**config.mk**
```make
export PLATFORM = sky130hd
export DESIGN_NAME = yurut_birimi
export DESIGN_NICKNAME = d
export VERILOG_FILES = /design/src/rtl/amb_pkg.sv /design/src/rtl/amb_kod_cozucu.sv /design/src/rtl/aritmetik_mantik_birimi.sv /design/src/rtl/toplayici.sv /design/src/rtl/yurut_birimi.sv
export VERILOG_INCLUDE_DIRS = /design/src /design/src/rtl
export SDC_FILE = /design/constraint.sdc
export NUM_CORES = 1
export LEC_CHECK = 0
export ABC_AREA = 1
export BUFFER_PORTS_ARGS = -buffer_cell sky130_fd_sc_hd__buf_2
export CORE_MARGIN = 2
export CORE_UTILIZATION = 49
export DETAILED_ROUTE_END_ITERATION = 12
export PLACE_DENSITY_LB_ADDON = 0.3
export SETUP_SLACK_MARGIN = 0.15
export SYNTH_ARGS = -nofsm -noshare
export SYNTH_HDL_FRONTEND = slang
export SYNTH_SLANG_ARGS = --single-unit
```
**constraint.sdc**
```tcl
create_clock -name clk_i -period 4 [get_ports clk_i]
set_input_delay 0.4 -clock clk_i [delete_from_list [all_inputs] [get_ports clk_i]]
set_output_delay 0.4 -clock clk_i [all_outputs]
set_load 0.02 [all_outputs]
```
**src/rtl/amb_config.svh**
```systemverilog
// ALU control codes and RV32I opcode/funct3 values, included by decoder, ALU and testbench
`ifndef AMB_CONFIG_SVH
`define AMB_CONFIG_SVH

// ALU control codes, 4 bits wide
`define AMB_TOPLAMA 4'd0
`define AMB_CIKARMA 4'd1
`define AMB_XOR     4'd2
`define AMB_OR      4'd3
`define AMB_AND     4'd4
`define AMB_SLL     4'd5
`define AMB_SRL     4'd6
`define AMB_SRA     4'd7
`define AMB_SLT     4'd8
`define AMB_SLTU    4'd9
`define AMB_GECIR   4'd10  // Operand 2 passes straight through

// RV32I major opcodes handled by this stage
`define OPC_OP      7'b0110011
`define OPC_OP_IMM  7'b0010011
`define OPC_LUI     7'b0110111
`define OPC_AUIPC   7'b0010111

// funct3 values shared by OP and OP-IMM
`define F3_ADD      3'b000
`define F3_SLL      3'b001
`define F3_SLT      3'b010
`define F3_SLTU     3'b011
`define F3_XOR      3'b100
`define F3_SR       3'b101  // SRL or SRA, picked by funct7 bit 5
`define F3_OR       3'b110
`define F3_AND      3'b111

`endif

```
**src/rtl/amb_pkg.sv**
```systemverilog
// Vector types shared by the execute stage RTL and its testbench
package amb_pkg;

    // Data word, used for operands, results, immediates, pc and instructions
    typedef logic [31:0] veri_t;

    // ALU control code
    typedef logic [3:0] kontrol_t;

    // Adder operand and sum, carry-in folded into bit 0
    typedef logic [32:0] toplam_t;

    // Shift amount taken from operand 2
    typedef logic [4:0] kaydirma_t;

endpackage

```
**src/rtl/amb_kod_cozucu.sv**
```systemverilog
// Decodes OP, OP-IMM, LUI and AUIPC into an ALU control code, immediate and operand selects
`timescale 1ns/10ps

`include "amb_config.svh"

module amb_kod_cozucu (
    input  amb_pkg::veri_t    buyruk_i,
    output amb_pkg::kontrol_t kontrol_o,
    output amb_pkg::veri_t    ivedi_o,
    output logic              imm_kullan_o,
    output logic              pc_kullan_o,
    output logic              gecersiz_o
);

    logic [6:0]     opkod;
    logic [2:0]     funct3;
    logic [6:0]     funct7;
    logic           alt_islem;  // funct7 bit 5, selects SUB and SRA
    logic           diger_f7;   // Any funct7 bit apart from bit 5
    amb_pkg::veri_t i_ivedi;
    amb_pkg::veri_t u_ivedi;

    assign opkod     = buyruk_i[6:0];
    assign funct3    = buyruk_i[14:12];
    assign funct7    = buyruk_i[31:25];
    assign alt_islem = funct7[5];
    assign diger_f7  = |{funct7[6], funct7[4:0]};

    assign i_ivedi = {{20{buyruk_i[31]}}, buyruk_i[31:20]};
    assign u_ivedi = {buyruk_i[31:12], 12'b0};

    always_comb begin
        kontrol_o    = `AMB_TOPLAMA;
        ivedi_o      = i_ivedi;
        imm_kullan_o = 1'b0;
        pc_kullan_o  = 1'b0;
        gecersiz_o   = 1'b0;

        case (opkod)
            `OPC_OP: begin
                case (funct3)
                    `F3_ADD:  kontrol_o = alt_islem ? `AMB_CIKARMA : `AMB_TOPLAMA;
                    `F3_SLL:  kontrol_o = `AMB_SLL;
                    `F3_SLT:  kontrol_o = `AMB_SLT;
                    `F3_SLTU: kontrol_o = `AMB_SLTU;
                    `F3_XOR:  kontrol_o = `AMB_XOR;
                    `F3_SR:   kontrol_o = alt_islem ? `AMB_SRA : `AMB_SRL;
                    `F3_OR:   kontrol_o = `AMB_OR;
                    default:  kontrol_o = `AMB_AND;
                endcase
                // Bit 5 is only legal on add and right shift
                gecersiz_o = diger_f7 ||
                             (alt_islem && (funct3 != `F3_ADD) && (funct3 != `F3_SR));
            end

            `OPC_OP_IMM: begin
                imm_kullan_o = 1'b1;
                case (funct3)
                    `F3_ADD:  kontrol_o = `AMB_TOPLAMA;
                    `F3_SLL: begin
                        kontrol_o  = `AMB_SLL;
                        gecersiz_o = |funct7;
                    end
                    `F3_SLT:  kontrol_o = `AMB_SLT;
                    `F3_SLTU: kontrol_o = `AMB_SLTU;
                    `F3_XOR:  kontrol_o = `AMB_XOR;
                    `F3_SR: begin
                        kontrol_o  = alt_islem ? `AMB_SRA : `AMB_SRL;
                        gecersiz_o = diger_f7;
                    end
                    `F3_OR:   kontrol_o = `AMB_OR;
                    default:  kontrol_o = `AMB_AND;
                endcase
            end

            `OPC_LUI: begin
                kontrol_o    = `AMB_GECIR;  // Result is the immediate itself
                ivedi_o      = u_ivedi;
                imm_kullan_o = 1'b1;
            end

            `OPC_AUIPC: begin
                ivedi_o      = u_ivedi;
                imm_kullan_o = 1'b1;
                pc_kullan_o  = 1'b1;
            end

            default: gecersiz_o = 1'b1;
        endcase
    end

endmodule

```
**src/rtl/aritmetik_mantik_birimi.sv**
```systemverilog
// Execute stage ALU, computes every candidate result and picks one by control code
`timescale 1ns/10ps

`include "amb_config.svh"

module aritmetik_mantik_birimi (
    input  amb_pkg::kontrol_t kontrol_i,
    input  amb_pkg::veri_t    deger1_i,
    input  amb_pkg::veri_t    deger2_i,
    output amb_pkg::veri_t    sonuc_o
);

    logic               cikarma;
    amb_pkg::kaydirma_t kaydirma;

    // Adder side
    amb_pkg::toplam_t   deger1_top;
    amb_pkg::toplam_t   deger2_top;
    amb_pkg::toplam_t   sonuc_top;

    // Logic, shift and compare side
    amb_pkg::veri_t     sonuc_xor;
    amb_pkg::veri_t     sonuc_or;
    amb_pkg::veri_t     sonuc_and;
    amb_pkg::veri_t     sonuc_sll;
    amb_pkg::veri_t     sonuc_srl;
    amb_pkg::veri_t     sonuc_sra;
    amb_pkg::veri_t     sonuc_slt;
    amb_pkg::veri_t     sonuc_sltu;

    assign cikarma  = (kontrol_i == `AMB_CIKARMA);
    assign kaydirma = deger2_i[4:0];

    // Subtract as a + ~b + 1, the +1 comes from both low bits set
    assign deger1_top = {deger1_i, cikarma};
    assign deger2_top = cikarma ? {~deger2_i, 1'b1} : {deger2_i, 1'b0};

    toplayici sklansky_toplayici (
        .a_i      (deger1_top),
        .b_i      (deger2_top),
        .toplam_o (sonuc_top)
    );

    assign sonuc_xor  = deger1_i ^ deger2_i;
    assign sonuc_or   = deger1_i | deger2_i;
    assign sonuc_and  = deger1_i & deger2_i;
    assign sonuc_sll  = deger1_i << kaydirma;
    assign sonuc_srl  = deger1_i >> kaydirma;
    assign sonuc_sra  = $signed(deger1_i) >>> kaydirma;  // Sign bit fills from the left
    assign sonuc_slt  = {31'b0, $signed(deger1_i) < $signed(deger2_i)};
    assign sonuc_sltu = {31'b0, deger1_i < deger2_i};

    always_comb begin
        case (kontrol_i)
            `AMB_TOPLAMA,
            `AMB_CIKARMA: sonuc_o = sonuc_top[32:1];
            `AMB_XOR:     sonuc_o = sonuc_xor;
            `AMB_OR:      sonuc_o = sonuc_or;
            `AMB_AND:     sonuc_o = sonuc_and;
            `AMB_SLL:     sonuc_o = sonuc_sll;
            `AMB_SRL:     sonuc_o = sonuc_srl;
            `AMB_SRA:     sonuc_o = sonuc_sra;
            `AMB_SLT:     sonuc_o = sonuc_slt;
            `AMB_SLTU:    sonuc_o = sonuc_sltu;
            `AMB_GECIR:   sonuc_o = deger2_i;
            default:      sonuc_o = '0;  // Unused codes
        endcase
    end

endmodule

```
**src/rtl/toplayici.sv**
```systemverilog
// Sklansky parallel-prefix adder for 33-bit operands, instantiated by the ALU
`timescale 1ns/10ps

module toplayici (
    input  amb_pkg::toplam_t a_i,
    input  amb_pkg::toplam_t b_i,
    output amb_pkg::toplam_t toplam_o
);

    localparam int GENISLIK = $bits(amb_pkg::toplam_t);
    localparam int SEVIYE   = $clog2(GENISLIK);  // 6 levels for 33 bits

    // Group generate and propagate per level, level 0 holds the bit values
    wire amb_pkg::toplam_t uret [0:SEVIYE];
    wire amb_pkg::toplam_t yay  [0:SEVIYE];

    assign uret[0] = a_i & b_i;
    assign yay[0]  = a_i ^ b_i;

    genvar s, i;

    generate
        for (s = 1; s <= SEVIYE; s++) begin : g_seviye
            // Block size doubles every level
            localparam int ARALIK = 1 << (s - 1);

            for (i = 0; i < GENISLIK; i++) begin : g_bit
                if ((i % (2 * ARALIK)) >= ARALIK) begin : g_birlestir
                    // Top bit of the lower half of this block
                    localparam int J = (i / (2 * ARALIK)) * (2 * ARALIK) + ARALIK - 1;

                    assign uret[s][i] = uret[s-1][i] | (yay[s-1][i] & uret[s-1][J]);
                    assign yay[s][i]  = yay[s-1][i] & yay[s-1][J];
                end else begin : g_gecir
                    assign uret[s][i] = uret[s-1][i];
                    assign yay[s][i]  = yay[s-1][i];
                end
            end
        end
    endgenerate

    // Carry into bit i is the prefix generate of bits i-1 down to 0
    assign toplam_o = yay[0] ^ {uret[SEVIYE][GENISLIK-2:0], 1'b0};

endmodule

```
**src/rtl/yurut_birimi.sv**
```systemverilog
// Integer execute stage top, decodes one instruction per strobe and registers the ALU result
`timescale 1ns/10ps

module yurut_birimi (
    input  logic           clk_i,
    input  logic           rst_i,
    input  logic           gecerli_i,
    input  amb_pkg::veri_t buyruk_i,
    input  amb_pkg::veri_t rs1_i,
    input  amb_pkg::veri_t rs2_i,
    input  amb_pkg::veri_t pc_i,
    output amb_pkg::veri_t sonuc_o,
    output logic           gecerli_o,
    output logic           hata_o
);

    amb_pkg::kontrol_t kontrol;
    amb_pkg::veri_t    ivedi;
    logic              imm_kullan;
    logic              pc_kullan;
    logic              gecersiz;
    amb_pkg::veri_t    deger1;
    amb_pkg::veri_t    deger2;
    amb_pkg::veri_t    amb_sonuc;

    amb_kod_cozucu kod_cozucu_i (
        .buyruk_i     (buyruk_i),
        .kontrol_o    (kontrol),
        .ivedi_o      (ivedi),
        .imm_kullan_o (imm_kullan),
        .pc_kullan_o  (pc_kullan),
        .gecersiz_o   (gecersiz)
    );

    // Operand muxes
    assign deger1 = pc_kullan  ? pc_i  : rs1_i;  // AUIPC
    assign deger2 = imm_kullan ? ivedi : rs2_i;

    aritmetik_mantik_birimi amb_i (
        .kontrol_i (kontrol),
        .deger1_i  (deger1),
        .deger2_i  (deger2),
        .sonuc_o   (amb_sonuc)
    );

    always_ff @(posedge clk_i) begin
        if (rst_i) begin
            gecerli_o <= 1'b0;
            hata_o    <= 1'b0;
            sonuc_o   <= '0;
        end else begin
            gecerli_o <= gecerli_i;
            hata_o    <= gecerli_i & gecersiz;
            if (gecerli_i) begin
                sonuc_o <= gecersiz ? '0 : amb_sonuc;  // Held until the next strobe
            end
        end
    end

    // One cycle latency, also for back-to-back strobes
    a_gecerli_gecikme: assert property (@(posedge clk_i) disable iff (rst_i)
        1'b1 |=> (gecerli_o == $past(gecerli_i)));

    a_hata_gecerli: assert property (@(posedge clk_i) disable iff (rst_i)
        hata_o |-> gecerli_o);

    // Decoder must give a known code whenever the strobe samples it
    a_kontrol_bilinen: assert property (@(posedge clk_i) disable iff (rst_i)
        gecerli_i |-> !$isunknown(kontrol));

endmodule

```
==> reports/metrics.csv <==
metric,value,unit
status,"finished, final reports clean",
vias in the first global route,13790,
hold_ws,0.4600,ns
Tot Pwr,2.274,mW
largest net degree at the start of global routing,70,
final hold vios,0,
WP data required,4.14,ns
FILL cells,2174,
"count leader, synth",nand2_1,
Final period util,97.50,%
drt wl/cell,19.68,µm
GRT Util Overall,41.40,%
Die Wd,152.1,µm
clock skew,0,ns
FMAX,0.2564,GHz
Port Buffers,159,
placed instance count,2489,
critical path type,in2reg,
Synth top area share,19.73,%
layout cells sized above 1,23.56,%
FP Rows,54,
"area leader, netlist",nand2_1,
Post-Route WL,49540,µm
Finished Layout Cells,2517,
Pwr Density,164.3,mW/mm²
syn_nets,2194,
Final HPWL DP,40600,µm
Crit. End Element,flip-flop,
Syn. warnings,0,
Bufs on Longest Clock Path,2,
Setup-failing EPs final,0,
Inserted Diodes,0,
worst-margin pin slew,0.6655,ns
Initial Util,49.55,%
nets,2512,
Worst Path Max Fanout,8,
first-pass GRT wire length,75720,µm
Top Ports,165,
Core Area,0.02169,mm²
Via density,5.848,
Setup crit start kind,input port,
synth unique cells,60,
Clock Latency Late Sink,0.28,ns
Post-Synthesis Cells,1919,
largest cells by area after synthesis,"nand2_1 20%, ha_1 16%, nand3_1 15%",
clock transition at the registers of the reported paths,0.05,ns
"Seq/Total Area, Yosys",6.334,%
syn avg cell area,5.600,µm²
P&R area growth vs syn,28.75,%
die area,0.02313,mm²
CTS tree,done,
"slowest stage delay, CP",0.32,ns
P_leak,7.609,nW
Main synth FF type,dfxtp_1,
clk sinks,34,
htree depth,2,
Post-synth top cells,"565 x nand2_1, 315 x nand3_1, 197 x inv_1",
HP Class,reg2reg,
number of enable flip-flop cells after synthesis,0,
CTS Root Cell,clkbuf_16,
drt pass-1 iters,6,
# Max-Cap Violations,0,
vias,14720,
Die Ht,152.1,µm
CP Data Arrival Time,4.04,ns
Worst path most repeated cell,nand2_4,
"Slowest-stage cell, CP",a211oi_2,
total CTS buffers,5,
Peak supply drop,181.9,µV
unrepaired setup endpoints after global routing,true,
Util after Layout,63.79,%
Mapped Area,0.01075,mm²
critical-path cell list,"buf_8, inv_4, nand2_4, nor2_4, nand2_4, a31oi_4, nand3_4, xor2_1, ha_1, a21oi_2, nor3_4, a211oi_2, o31ai_2, a21oi_2, nand2_4, inv_4, fa_2, xor2_2, o22ai_1, nor3_1, nand3_1, nand2_1, a21oi_1",
RePlAce Congestion,1.045,
Final ANT Viol Nets,0,
Max-slew headroom,55.47,%
Initial DRC Count,1496,
grt ovf,0,
Synth Register Bits,34,
max-slew violations,0,
setup TNS,0,ns
"FFs w/ async S/R, synth",0,%
Sequential cell area,680.7,µm²
drt drc,0,
multi-input logic area,0.009041,mm²
antenna violations before repair,0,
crit path time final,3.900,ns
## logic make-up (layout without fill, tap and decap cells)
family	Yosys count	in the layout	share of synthesized area, %
flops	34	34	6.334
compound gates	313	313	18.02
simple gates	1079	1079	43.71
xor+xnor	35	35	2.852
buf+inv	314	632	12.04
fa+ha+maj	144	144	17.05
## critical path: cells and delay by family
family / cells / cell delay, ns
AO/OA/AOI/OAI: 7 / 1.19
AND/OR/NAND/NOR: 9 / 1.30
buffers and inverters: 3 / 0.23
adder cells (fa/ha/maj): 2 / 0.52
XOR/XNOR: 2 / 0.38
## flip-flops by register name, summed over array words and instances (netlist names)
| signal | flops |
|---|---|
| gecerli_o | 1 |
| sonuc_o | 32 |
| hata_o | 1 |
## report_power, final
group	internal, mW	total [mW]	switching, mW
Clock	0.225	0.371	0.146
Combinational	0.593	1.56	0.966
Sequential	0.342	0.344	0.00141
Total	1.16	2.27	1.11
## per-layer routing
metal	vias to the layer above	wire length, µm	GRT usage [%]
met1	6748	20160	54.72
met4	0	3764	25.37
met2	815	21020	63.86
li1	6989	-	-
met5	-	0	0
met3	167	4595	5.762
## through the flow
stage,cell area [µm²],setup WS [ns]
6_report,13840,0.1002
5_1_grt,13840,-0.03605
4_1_cts,13490,0.1097
3_5_place_dp,13270,-0.2344
3_3_place_gp,13270,-0.07662
2_1_floorplan,10820,0.1696
## layout make-up
cell class / instances / share of cell area (%)
sequential: 34 / 4.920
timing repair buffer: 403 / 20.04
tap: 280 / 2.532
clock inverter: 2 / 0.07235
multi-input combinational: 1571 / 65.35
inverter: 222 / 6.186
clock buffer: 5 / 0.9043
## path summary, 6_finish.rpt
kind / to / slack (ns) / cells past startpoint / start
setup reg to reg: sonuc_o[4]$_SDFFE_PP0P_ / 3.36 / 2 / sonuc_o[4]$_SDFFE_PP0P_
hold reg to reg: sonuc_o[12]$_SDFFE_PP0P_ / 0.46 / 2 / sonuc_o[12]$_SDFFE_PP0P_
setup / recovery: sonuc_o[16]$_SDFFE_PP0P_ / 0.10 / 23 / buyruk_i[3]
hold / removal: sonuc_o[12]$_SDFFE_PP0P_ / 0.46 / 2 / sonuc_o[12]$_SDFFE_PP0P_
## repair_timing
action,4_1_cts,5_1_grt
pin swaps,8,31
endpoints found under the setup margin,3,15
resized for setup,9,63
hold buffers,0,0
buffers inserted,6,15
## cell usage in the layout (no fill, tap or decap), types with 38 or more instances in the layout
cell type / Yosys / routed
o21ai_0: 42 / 38
buf_2: 38 / 156
o21ai_1: 52 / 54
a21oi_1: 95 / 90
inv_1: 197 / 194
nand2_1: 565 / 562
ha_1: 140 / 139
nand3_1: 315 / 313
buf_4: 10 / 231
nor2_1: 123 / 116
No activity file was read; power rests on OpenSTA's default activity.
